### config.mk
export PLATFORM = sky130hd
export DESIGN_NAME = u2_ctrl_core
export DESIGN_NICKNAME = d
export VERILOG_FILES = /design/src/common/u2_ctrl_pkg.sv /design/src/hw/settings/settings_decode.sv /design/src/hw/settings/control_regs.sv /design/src/hw/timer/sim_timer.sv /design/src/hw/irq/irq_ctrl.sv /design/src/hw/readback_mux.sv /design/src/hw/u2_ctrl_core.sv
export VERILOG_INCLUDE_DIRS = /design/src /design/src/common
export SDC_FILE = /design/constraint.sdc
export NUM_CORES = 1
export LEC_CHECK = 0
export ABC_AREA = 1
export BUFFER_PORTS_ARGS = -buffer_cell sky130_fd_sc_hd__buf_2
export CORE_ASPECT_RATIO = 1.4
export CORE_MARGIN = 5
export CORE_UTILIZATION = 59
export CTS_CLUSTER_DIAMETER = 60
export CTS_CLUSTER_SIZE = 40
export DETAILED_ROUTE_END_ITERATION = 10
export GPL_TIMING_DRIVEN = 0
export PLACE_DENSITY = 0.79
export REMOVE_ABC_BUFFERS = 1
export SETUP_SLACK_MARGIN = 0.2
export SLEW_MARGIN = 10
export SYNTH_ARGS = -nofsm -noshare
export SYNTH_HDL_FRONTEND = slang
export SYNTH_SLANG_ARGS = --single-unit
### constraint.sdc
create_clock -name dsp_clk -period 2.6 [get_ports dsp_clk]
set_input_delay 0.52 -clock dsp_clk [delete_from_list [all_inputs] [get_ports dsp_clk]]
set_output_delay 0.52 -clock dsp_clk [all_outputs]
set_load 0.1 [all_outputs]
### src/common/u2_ctrl_defines.svh
/* Settings-bus map, readback word indices and widths of the control core
   Addresses are 8-bit settings-bus register numbers, not byte addresses */
`ifndef U2_CTRL_DEFINES_SVH
`define U2_CTRL_DEFINES_SVH

// Settings bus widths
`define SET_ADDR_W 8
`define SET_DATA_W 32

// Control setting registers
`define SR_CLK       0
`define SR_SER       1
`define SR_ADC       2
`define SR_LED       3
`define SR_PHY       4
`define SR_LED_SRC   8
`define SR_IRQ_CLR   9
`define SR_IRQ_MASK  10
// Onetime timer here, periodic timer one above
`define SR_SIMTIMER  198

// Readback word indices
`define RB_PENDING   0
`define RB_MASK      1
`define RB_PRIO      2
`define RB_CYCLES    3
`define RB_ADDR_W    4

// Interrupt vector and LED widths
`define IRQ_W        16
`define LED_W        8

`endif

### src/common/u2_ctrl_pkg.sv
/* Types shared by the control core and its testbench
   Packed structs list their fields MSB first */
`include "u2_ctrl_defines.svh"

package u2_ctrl_pkg;

   // Settings bus words
   typedef logic [`SET_ADDR_W-1:0] set_addr_t;
   typedef logic [`SET_DATA_W-1:0] set_data_t;

   // Decoded write, one enable per setting register
   typedef struct packed {
      logic      clk;
      logic      ser;
      logic      adc;
      logic      led;
      logic      phy;
      logic      led_src;
      logic      irq_clr;
      logic      irq_mask;
      logic      onetime;
      logic      periodic;
      set_data_t data;
   } set_wr_t;

   // Level interrupt sources from outside the core
   typedef struct packed {
      logic buffer;
      logic spi;
      logic i2c;
      logic phy_int;
      logic underrun;
      logic overrun;
      logic pps;
      logic uart_rx;
      logic uart_tx;
      logic serdes_link_up;
      logic clk_status;
   } irq_src_t;

   typedef logic [`IRQ_W-1:0]     irq_vec_t;
   typedef logic [`LED_W-1:0]     led_t;
   typedef logic [`RB_ADDR_W-1:0] rb_addr_t;

   // Clock generator lines, data bits 4..0
   typedef struct packed {
      logic       clock_ready;
      logic [1:0] clk_en;
      logic [1:0] clk_sel;
   } clk_ctrl_t;

   // Serdes lines, data bits 3..0
   typedef struct packed {
      logic enable;
      logic prbsen;
      logic loopen;
      logic rx_en;
   } ser_ctrl_t;

   // ADC lines, data bits 3..0
   typedef struct packed {
      logic oe_a;
      logic on_a;
      logic oe_b;
      logic on_b;
   } adc_ctrl_t;

endpackage

### src/hw/settings/settings_decode.sv
/* Settings-bus decode, one cycle of latency, accepts a write every cycle
   Unmapped addresses give no enable at all */
`timescale 1ns/1ns
`include "u2_ctrl_defines.svh"

module settings_decode import u2_ctrl_pkg::*; (
   input  logic      dsp_clk,
   input  logic      wb_rst,
   input  logic      set_stb_i,
   input  set_addr_t set_addr_i,
   input  set_data_t set_data_i,
   output set_wr_t   set_wr_o
);

   set_wr_t    wr_nxt;
   set_wr_t    wr_q;
   logic [9:0] en_bits;

   // Address compare, all enables low without a strobe
   always_comb begin
      wr_nxt      = '0;
      wr_nxt.data = set_data_i;
      if (set_stb_i) begin
         wr_nxt.clk      = (set_addr_i == set_addr_t'(`SR_CLK));
         wr_nxt.ser      = (set_addr_i == set_addr_t'(`SR_SER));
         wr_nxt.adc      = (set_addr_i == set_addr_t'(`SR_ADC));
         wr_nxt.led      = (set_addr_i == set_addr_t'(`SR_LED));
         wr_nxt.phy      = (set_addr_i == set_addr_t'(`SR_PHY));
         wr_nxt.led_src  = (set_addr_i == set_addr_t'(`SR_LED_SRC));
         wr_nxt.irq_clr  = (set_addr_i == set_addr_t'(`SR_IRQ_CLR));
         wr_nxt.irq_mask = (set_addr_i == set_addr_t'(`SR_IRQ_MASK));
         // Timer pair
         wr_nxt.onetime  = (set_addr_i == set_addr_t'(`SR_SIMTIMER));
         wr_nxt.periodic = (set_addr_i == set_addr_t'(`SR_SIMTIMER + 1));
      end
   end

   // Pipeline stage toward the register blocks
   always_ff @(posedge dsp_clk) begin
      if (wb_rst) begin
         wr_q <= '0;
      end else begin
         wr_q <= wr_nxt;
      end
   end

   assign set_wr_o = wr_q;

   // Enables only, for the checks
   assign en_bits = {wr_q.clk, wr_q.ser, wr_q.adc, wr_q.led, wr_q.phy,
                     wr_q.led_src, wr_q.irq_clr, wr_q.irq_mask,
                     wr_q.onetime, wr_q.periodic};

   a_one_enable: assert property (@(posedge dsp_clk) disable iff (wb_rst)
      $onehot0(en_bits));

endmodule

### src/hw/settings/control_regs.sv
/* Clock-generator, serdes, ADC, PHY-reset and LED setting registers
   Outputs follow a write one cycle after the decoded enable */
`timescale 1ns/1ns
`include "u2_ctrl_defines.svh"

module control_regs import u2_ctrl_pkg::*; (
   input  logic      dsp_clk,
   input  logic      wb_rst,
   input  set_wr_t   set_wr_i,
   input  led_t      led_hw_i,
   output clk_ctrl_t clk_ctrl_o,
   output ser_ctrl_t ser_ctrl_o,
   output adc_ctrl_t adc_ctrl_o,
   output logic      phy_resetn_o,
   output led_t      leds_o
);

   clk_ctrl_t clk_q;
   ser_ctrl_t ser_q;
   adc_ctrl_t adc_q;
   led_t      led_sw_q;
   led_t      led_src_q;
   logic      phy_rst_q;

   // Clock generator, {clock_ready, clk_en, clk_sel}
   always_ff @(posedge dsp_clk) begin
      if (wb_rst) begin
         clk_q <= '0;
      end else if (set_wr_i.clk) begin
         clk_q <= clk_ctrl_t'(set_wr_i.data[4:0]);
      end
   end

   // Serdes and ADC enables share the low nibble layout
   always_ff @(posedge dsp_clk) begin
      if (wb_rst) begin
         ser_q <= '0;
         adc_q <= '0;
      end else begin
         if (set_wr_i.ser) begin
            ser_q <= ser_ctrl_t'(set_wr_i.data[3:0]);
         end
         if (set_wr_i.adc) begin
            adc_q <= adc_ctrl_t'(set_wr_i.data[3:0]);
         end
      end
   end

   // PHY reset, active high in the register
   always_ff @(posedge dsp_clk) begin
      if (wb_rst) begin
         phy_rst_q <= 1'b0;
      end else if (set_wr_i.phy) begin
         phy_rst_q <= set_wr_i.data[0];
      end
   end

   // LED software value and per-bit source select
   always_ff @(posedge dsp_clk) begin
      if (wb_rst) begin
         led_sw_q  <= '0;
         led_src_q <= '0;
      end else begin
         if (set_wr_i.led) begin
            led_sw_q <= set_wr_i.data[`LED_W-1:0];
         end
         if (set_wr_i.led_src) begin
            led_src_q <= set_wr_i.data[`LED_W-1:0];
         end
      end
   end

   assign clk_ctrl_o   = clk_q;
   assign ser_ctrl_o   = ser_q;
   assign adc_ctrl_o   = adc_q;
   // Pin is active low
   assign phy_resetn_o = ~phy_rst_q;

   // Src bit 1 takes hardware, 0 takes software
   assign leds_o = (led_src_q & led_hw_i) | (~led_src_q & led_sw_q);

endmodule

### src/hw/timer/sim_timer.sv
/* One-shot and periodic countdown timers on the settings bus
   Writing zero cancels or stops a timer, pulses are one cycle wide */
`timescale 1ns/1ns

module sim_timer import u2_ctrl_pkg::*; (
   input  logic    dsp_clk,
   input  logic    wb_rst,
   input  set_wr_t set_wr_i,
   output logic    onetime_o,
   output logic    periodic_o
);

   set_data_t ot_cnt;
   logic      ot_pulse;
   set_data_t per_len;
   set_data_t per_cnt;
   logic      per_pulse;

   //////////////////////////////////////////////////////////////////////
   // One-shot

   // Counts down from N, fires as it leaves 1
   always_ff @(posedge dsp_clk) begin
      if (wb_rst) begin
         ot_cnt   <= '0;
         ot_pulse <= 1'b0;
      end else if (set_wr_i.onetime) begin
         // A new write restarts or cancels
         ot_cnt   <= set_wr_i.data;
         ot_pulse <= 1'b0;
      end else if (ot_cnt != '0) begin
         ot_cnt   <= ot_cnt - 1'b1;
         ot_pulse <= (ot_cnt == set_data_t'(1));
      end else begin
         ot_pulse <= 1'b0;
      end
   end

   //////////////////////////////////////////////////////////////////////
   // Periodic

   // Reload from per_len every P cycles, idle while per_len is zero
   always_ff @(posedge dsp_clk) begin
      if (wb_rst) begin
         per_len   <= '0;
         per_cnt   <= '0;
         per_pulse <= 1'b0;
      end else if (set_wr_i.periodic) begin
         per_len   <= set_wr_i.data;
         per_cnt   <= set_wr_i.data;
         per_pulse <= 1'b0;
      end else if (per_len != '0) begin
         if (per_cnt == set_data_t'(1)) begin
            per_cnt   <= per_len;
            per_pulse <= 1'b1;
         end else begin
            per_cnt   <= per_cnt - 1'b1;
            per_pulse <= 1'b0;
         end
      end else begin
         per_pulse <= 1'b0;
      end
   end

   assign onetime_o  = ot_pulse;
   assign periodic_o = per_pulse;

   // Pulses only from an armed timer that was not rewritten
   a_ot_armed: assert property (@(posedge dsp_clk) disable iff (wb_rst)
      onetime_o |-> $past((ot_cnt == set_data_t'(1)) && !set_wr_i.onetime));

   a_per_armed: assert property (@(posedge dsp_clk) disable iff (wb_rst)
      periodic_o |-> $past((per_len != '0) && !set_wr_i.periodic));

endmodule

### src/hw/irq/irq_ctrl.sv
/* Sticky pending bits with write-one-to-clear, mask and priority index
   A source still high at the clear sets its bit again */
`timescale 1ns/1ns
`include "u2_ctrl_defines.svh"

module irq_ctrl import u2_ctrl_pkg::*; (
   input  logic      dsp_clk,
   input  logic      wb_rst,
   input  set_wr_t   set_wr_i,
   input  irq_src_t  irq_src_i,
   input  logic      onetime_i,
   input  logic      periodic_i,
   output irq_vec_t  pending_o,
   output irq_vec_t  mask_o,
   output set_data_t prio_o,
   output logic      int_o
);

   irq_vec_t  irq_vec;
   irq_vec_t  clr_bits;
   irq_vec_t  pending_q;
   irq_vec_t  mask_q;
   irq_vec_t  masked;
   set_data_t prio;

   //////////////////////////////////////////////////////////////////////
   // Source vector, bit 0 is buffer and bit 12 periodic
   assign irq_vec = {3'b000, periodic_i, irq_src_i.clk_status,
                     irq_src_i.serdes_link_up, irq_src_i.uart_tx, irq_src_i.uart_rx,
                     irq_src_i.pps, irq_src_i.overrun, irq_src_i.underrun,
                     irq_src_i.phy_int, irq_src_i.i2c, irq_src_i.spi,
                     onetime_i, irq_src_i.buffer};

   assign clr_bits = set_wr_i.irq_clr ? set_wr_i.data[`IRQ_W-1:0] : '0;

   // Pending and mask
   always_ff @(posedge dsp_clk) begin
      if (wb_rst) begin
         pending_q <= '0;
         mask_q    <= '0;
      end else begin
         // Set wins over clear
         pending_q <= (pending_q & ~clr_bits) | irq_vec;
         if (set_wr_i.irq_mask) begin
            mask_q <= set_wr_i.data[`IRQ_W-1:0];
         end
      end
   end

   assign masked = pending_q & mask_q;

   // Highest masked pending bit, all ones when none
   always_comb begin
      prio = '1;
      for (int i = 0; i < `IRQ_W; i++) begin
         if (masked[i]) begin
            prio = set_data_t'(i);
         end
      end
   end

   assign pending_o = pending_q;
   assign mask_o    = mask_q;
   assign prio_o    = prio;
   assign int_o     = |masked;

   // An unmasked source reaches int_o on the next cycle
   a_src_to_int: assert property (@(posedge dsp_clk) disable iff (wb_rst)
      ((|(irq_vec & mask_q)) && !set_wr_i.irq_mask) |=> int_o);

   a_int_prio: assert property (@(posedge dsp_clk) disable iff (wb_rst)
      int_o == (prio_o != '1));

endmodule

### src/hw/readback_mux.sv
/* Readback port with one cycle latency, no stall
   Data reflects state in the strobe cycle, unlisted words read zero */
`timescale 1ns/1ns
`include "u2_ctrl_defines.svh"

module readback_mux import u2_ctrl_pkg::*; (
   input  logic      dsp_clk,
   input  logic      wb_rst,
   input  logic      rb_stb_i,
   input  rb_addr_t  rb_addr_i,
   input  irq_vec_t  pending_i,
   input  irq_vec_t  mask_i,
   input  set_data_t prio_i,
   output set_data_t rb_data_o,
   output logic      rb_ack_o
);

   set_data_t cyc_q;
   set_data_t rb_sel;
   set_data_t rb_data_q;
   logic      rb_ack_q;

   // Free-running cycle count since reset, wraps
   always_ff @(posedge dsp_clk) begin
      if (wb_rst) begin
         cyc_q <= '0;
      end else begin
         cyc_q <= cyc_q + 1'b1;
      end
   end

   // Word select
   always_comb begin
      case (rb_addr_i)
         rb_addr_t'(`RB_PENDING): rb_sel = set_data_t'(pending_i);
         rb_addr_t'(`RB_MASK):    rb_sel = set_data_t'(mask_i);
         rb_addr_t'(`RB_PRIO):    rb_sel = prio_i;
         rb_addr_t'(`RB_CYCLES):  rb_sel = cyc_q;
         default:                 rb_sel = '0;
      endcase
   end

   // Ack follows strobe by one cycle
   always_ff @(posedge dsp_clk) begin
      if (wb_rst) begin
         rb_ack_q <= 1'b0;
      end else begin
         rb_ack_q <= rb_stb_i;
      end
   end

   // Data only loads on a strobe
   always_ff @(posedge dsp_clk) begin
      if (rb_stb_i) begin
         rb_data_q <= rb_sel;
      end
   end

   assign rb_data_o = rb_data_q;
   assign rb_ack_o  = rb_ack_q;

endmodule

### src/hw/u2_ctrl_core.sv
/* Control plane of the motherboard core, single clock domain
   Settings writes take effect two cycles after the strobe */
`timescale 1ns/1ns

module u2_ctrl_core import u2_ctrl_pkg::*; (
   input  logic      dsp_clk,
   input  logic      wb_rst,
   // Settings bus
   input  logic      set_stb_i,
   input  set_addr_t set_addr_i,
   input  set_data_t set_data_i,
   // Readback
   input  logic      rb_stb_i,
   input  rb_addr_t  rb_addr_i,
   output set_data_t rb_data_o,
   output logic      rb_ack_o,
   // Interrupt sources, levels
   input  irq_src_t  irq_src_i,
   // Board control lines
   output clk_ctrl_t clk_ctrl_o,
   output ser_ctrl_t ser_ctrl_o,
   output adc_ctrl_t adc_ctrl_o,
   output logic      phy_resetn_o,
   output led_t      leds_o,
   output logic      int_o
);

   set_wr_t   set_wr;
   led_t      led_hw;
   logic      onetime_int;
   logic      periodic_int;
   irq_vec_t  pending;
   irq_vec_t  mask;
   set_data_t prio;

   //////////////////////////////////////////////////////////////////////
   // Decode
   settings_decode u_decode (
      .dsp_clk(dsp_clk), .wb_rst(wb_rst),
      .set_stb_i(set_stb_i), .set_addr_i(set_addr_i), .set_data_i(set_data_i),
      .set_wr_o(set_wr));

   //////////////////////////////////////////////////////////////////////
   // Execute

   // Hardware LEDs, clock status over link up
   assign led_hw = {6'b000000, irq_src_i.clk_status, irq_src_i.serdes_link_up};

   control_regs u_ctrl (
      .dsp_clk(dsp_clk), .wb_rst(wb_rst), .set_wr_i(set_wr), .led_hw_i(led_hw),
      .clk_ctrl_o(clk_ctrl_o), .ser_ctrl_o(ser_ctrl_o), .adc_ctrl_o(adc_ctrl_o),
      .phy_resetn_o(phy_resetn_o), .leds_o(leds_o));

   sim_timer u_timer (
      .dsp_clk(dsp_clk), .wb_rst(wb_rst), .set_wr_i(set_wr),
      .onetime_o(onetime_int), .periodic_o(periodic_int));

   irq_ctrl u_irq (
      .dsp_clk(dsp_clk), .wb_rst(wb_rst), .set_wr_i(set_wr), .irq_src_i(irq_src_i),
      .onetime_i(onetime_int), .periodic_i(periodic_int),
      .pending_o(pending), .mask_o(mask), .prio_o(prio), .int_o(int_o));

   //////////////////////////////////////////////////////////////////////
   // Result
   readback_mux u_rb (
      .dsp_clk(dsp_clk), .wb_rst(wb_rst), .rb_stb_i(rb_stb_i), .rb_addr_i(rb_addr_i),
      .pending_i(pending), .mask_i(mask), .prio_i(prio),
      .rb_data_o(rb_data_o), .rb_ack_o(rb_ack_o));

endmodule

==> metrics.md <==
| Metric | Value |
|---|---|
| Hold slack | `0.177 ns` |
| Synth cell types | `55` |
| Ys async rst share | `0` |
| Final period util | `0.875` |
| DRT iter0 DRCs | `794` |
| Number of synthesized register bits | `267` |
| Slew Viols, Final | `0` |
| Die Y | `179 um` |
| Fin util | `0.667` |
| CP endpoint kind | `flop` |
| Worst-path fanout max | `25` |
| Initial antenna violation count | `0` |
| DRT Wirelength | `30,600 um` |
| Row Count | `61` |
| Final min period | `2.28 ns` |
| DRT antenna net count | `0` |
| Final nets | `1,684` |
| Crit path to | `u_timer.per_cnt[18]` |
| Worst VDD drop | `1220 uV` |
| Mapped Cells | `1,544` |
| Endpoints failing setup | `0` |
| Flop2flop setup slack | `0.32 ns` |
| WL/cell | `16.3 um` |
| TritonCTS clock tree | `done` |
| Die area | `0.0234 mm2` |
| Synth Cell Area | `0.0120 mm2` |
| Fmax | `439 MHz` |
| Status | `completed` |
| H-tree levels | `1` |
| Clk_lat worst skew | `0.53 ns` |
| Largest net degree at the start of global routing | `84` |
| CP Launch Type | `flop` |
| Rel. slew slack | `0.353` |
| Least-Margin Pin Slew | `0.969 ns` |
| Pwr dens | `768 mW/mm2` |
| Worst Path Required | `3.01 ns` |
| Initial Utilization | `0.601` |
| Maximum Capacitance Violations | `0` |
| Syn avg cell area | `7.78 um2` |
| DR vias | `10.7k` |
| Clock Sinks | `267` |
| R2R Path End | `u_timer.per_cnt[18]` |
| HP Class | `input pin to flop` |
| Commonest non-fill, non-tap cell in the layout | `nand2_1` |
| Non-filler cells, final | `1,880` |
| Core Area | `0.0200 mm2` |
| CTS buffer count | `15` |
| Max Root-Sink Buffers | `3` |
| Root Driver | `clkbuf_16` |
| WS Path Type | `flop to flop` |
| EDFF count, synth | `32` |
| Gr ovfl total | `0` |
| R2r startpoint | `u_timer.per_len[28]` |
| RePlAce Congestion | `0.920` |
| Leakage | `5.59 nW` |
| Number of global-route vias before repair | `10.1k` |
| Clk_skew | `0.0603 ns` |
| Hold Violations, Final | `0` |
| Synth Flop Type | `dfxtp_1` |
| Register area share after synthesis | `0.471` |
| Worst EP arrival | `2.68 ns` |
| Io pins | `115` |
| First-pass GRT wire length | `48,800 um` |
| Most frequent cells in the layout | `nand2_1 (293), dfxtp_1 (232), nor2_1 (200)` |
| # DRC | `0` |
| Placed insts | `1,852` |
| HPWL after detailed placement | `21,500 um` |
| R2R depth | `9` |
| Reg clk slew, reported paths | `0.14 ns` |
| Ant. Diodes | `0` |
| Total track usage | `0.256` |
| Pre-antenna DRT Iters | `5` |
| Via density | `5.67` |
| RSZ-0062 raised after global routing | `no` |
| P&R area growth vs syn | `10.9%` |
| Port-buffer cells | `114` |
| Ys Warns | `0` |
| Die width | `131 um` |
| Worst Setup SP | `u_timer.per_len[28]` |
| Fraction of layout cells with a size suffix above 1 | `0.136` |
## logic make-up after synthesis
family	after synthesis	synth area share
and+or+nand+nor	645	0.245
AOI/OAI and AO/OA	339	0.163
DFF	267	0.471
buffers and inverters	237	0.0780
xor gates and xnor gates	51	0.0372
adders and majority gates	5	0.00521
## sequential cells by signal (all words and copies together) (netlist names)
signal / count
u_irq.mask_o: 16
u_ctrl.adc_ctrl_o: 4
u_ctrl.ser_ctrl_o: 4
u_rb.cyc_q: 32
u_irq.pending_o: 16
u_rb.rb_data_o: 32
u_decode.set_wr_o: 42
u_ctrl.led_sw_q: 8
u_timer.per_cnt: 32
u_timer.ot_cnt: 32
u_ctrl.led_src_q: 8
u_rb.rb_ack_o: 1
u_ctrl.clk_ctrl_o: 5
u_timer.per_len: 32
u_timer.onetime_o: 1
u_ctrl.phy_rst_q: 1
u_timer.periodic_o: 1
## Yosys cell counts, types with 7 or more instances
cell	n	area (um2)
dfxtp_1	235	4700
a31oi_1	25	156
nand2_2	10	62.6
buf_2	7	35.0
nor4_1	14	87.6
o211ai_1	19	143
inv_1	169	634
nor2_4	9	101
o22ai_1	16	100
a21oi_1	124	621
nor2_1	201	754
clkbuf_1	43	161
edfxtp_1	32	961
o21a_1	7	52.6
nand2_1	294	1100
xnor2_1	15	131
o2111ai_1	12	105
nor3_1	28	140
xor2_1	36	315
nand3_1	26	130
nor2_2	16	100
a22oi_1	19	143
nand4_1	19	119
o21ai_0	97	485
## per-stage QoR
step	setup WS [ns]	power, mW	instance area, um2	TNS (ns)
detailed placement	-0.272	7.49	12700	-4.67
finish	0.324	10.2	13300	0
global route	0.212	10.8	13300	0
global placement	-3.58	7.38	12600	-326.44
CTS	0.231	10.2	13300	0
floorplan	0.0102	6.87	11700	0
## final cells by class
type,instances,area [um2]
well taps,252,315
flip-flops and latches,267,5670
clock inverters,8,116
inverters,175,679
repair inverters,1,5.00
fillers,1704,6670
multi-input cells,1041,5480
repair buffers,119,673
clock buffers,17,383
## report_power, final
| group | switching (mW) | leakage, nW | internal [mW] | total, mW |
|---|---|---|---|---|
| Combinational | 1.88 | 3.11 | 0.970 | 2.85 |
| Sequential | 0.260 | 2.24 | 4.45 | 4.71 |
| Clock | 1.52 | 0.242 | 1.16 | 2.68 |
## worst min path at each step
stage,slack [ns],depth (start not counted),startpoint,to
after floorplan,0.41,1,u_decode.set_wr_o[37],u_ctrl.phy_rst_q
after global placement,0.41,1,u_decode.set_wr_o[37],u_ctrl.phy_rst_q
after detailed placement,0.42,1,u_decode.set_wr_o[37],u_ctrl.phy_rst_q
after CTS,0.17,3,set_data_i[7],u_decode.set_wr_o[7]
after global routing,0.17,3,set_data_i[10],u_decode.set_wr_o[10]
final,0.18,3,set_data_i[7],u_decode.set_wr_o[7]
## critical path, stage by stage, from the launching register on
cell and delay, ns:
dfxtp_1 0.34, nor4_1 0.44, nand4_1 0.23, nor2_4 0.29, nand2_2 0.27, inv_6 0.28, nand2_1 0.07, nand2_1 0.06
inv_1 0.04, a21oi_1 0.12
## routing by layer
metal  routed length, um  share of wire  up-vias  track usage
met4                1310          0.043        0        0.111
met1               12100           0.40     4984        0.314
li1                    -              -     5260            -
met2               15400           0.50      337        0.449
met5                   0              0        -            0
met3                1720          0.056       75       0.0304
## timing repair
item / CTS / global route
gates resized for setup: 5 / 12
setup buffers: 0 / 1
gates cloned: 1 / 1
pin swaps: 1 / 1
hold buffers: 0 / 0
endpoints found under the setup margin: 44 / 71
Note: power is estimated with default switching activity, not from simulation.
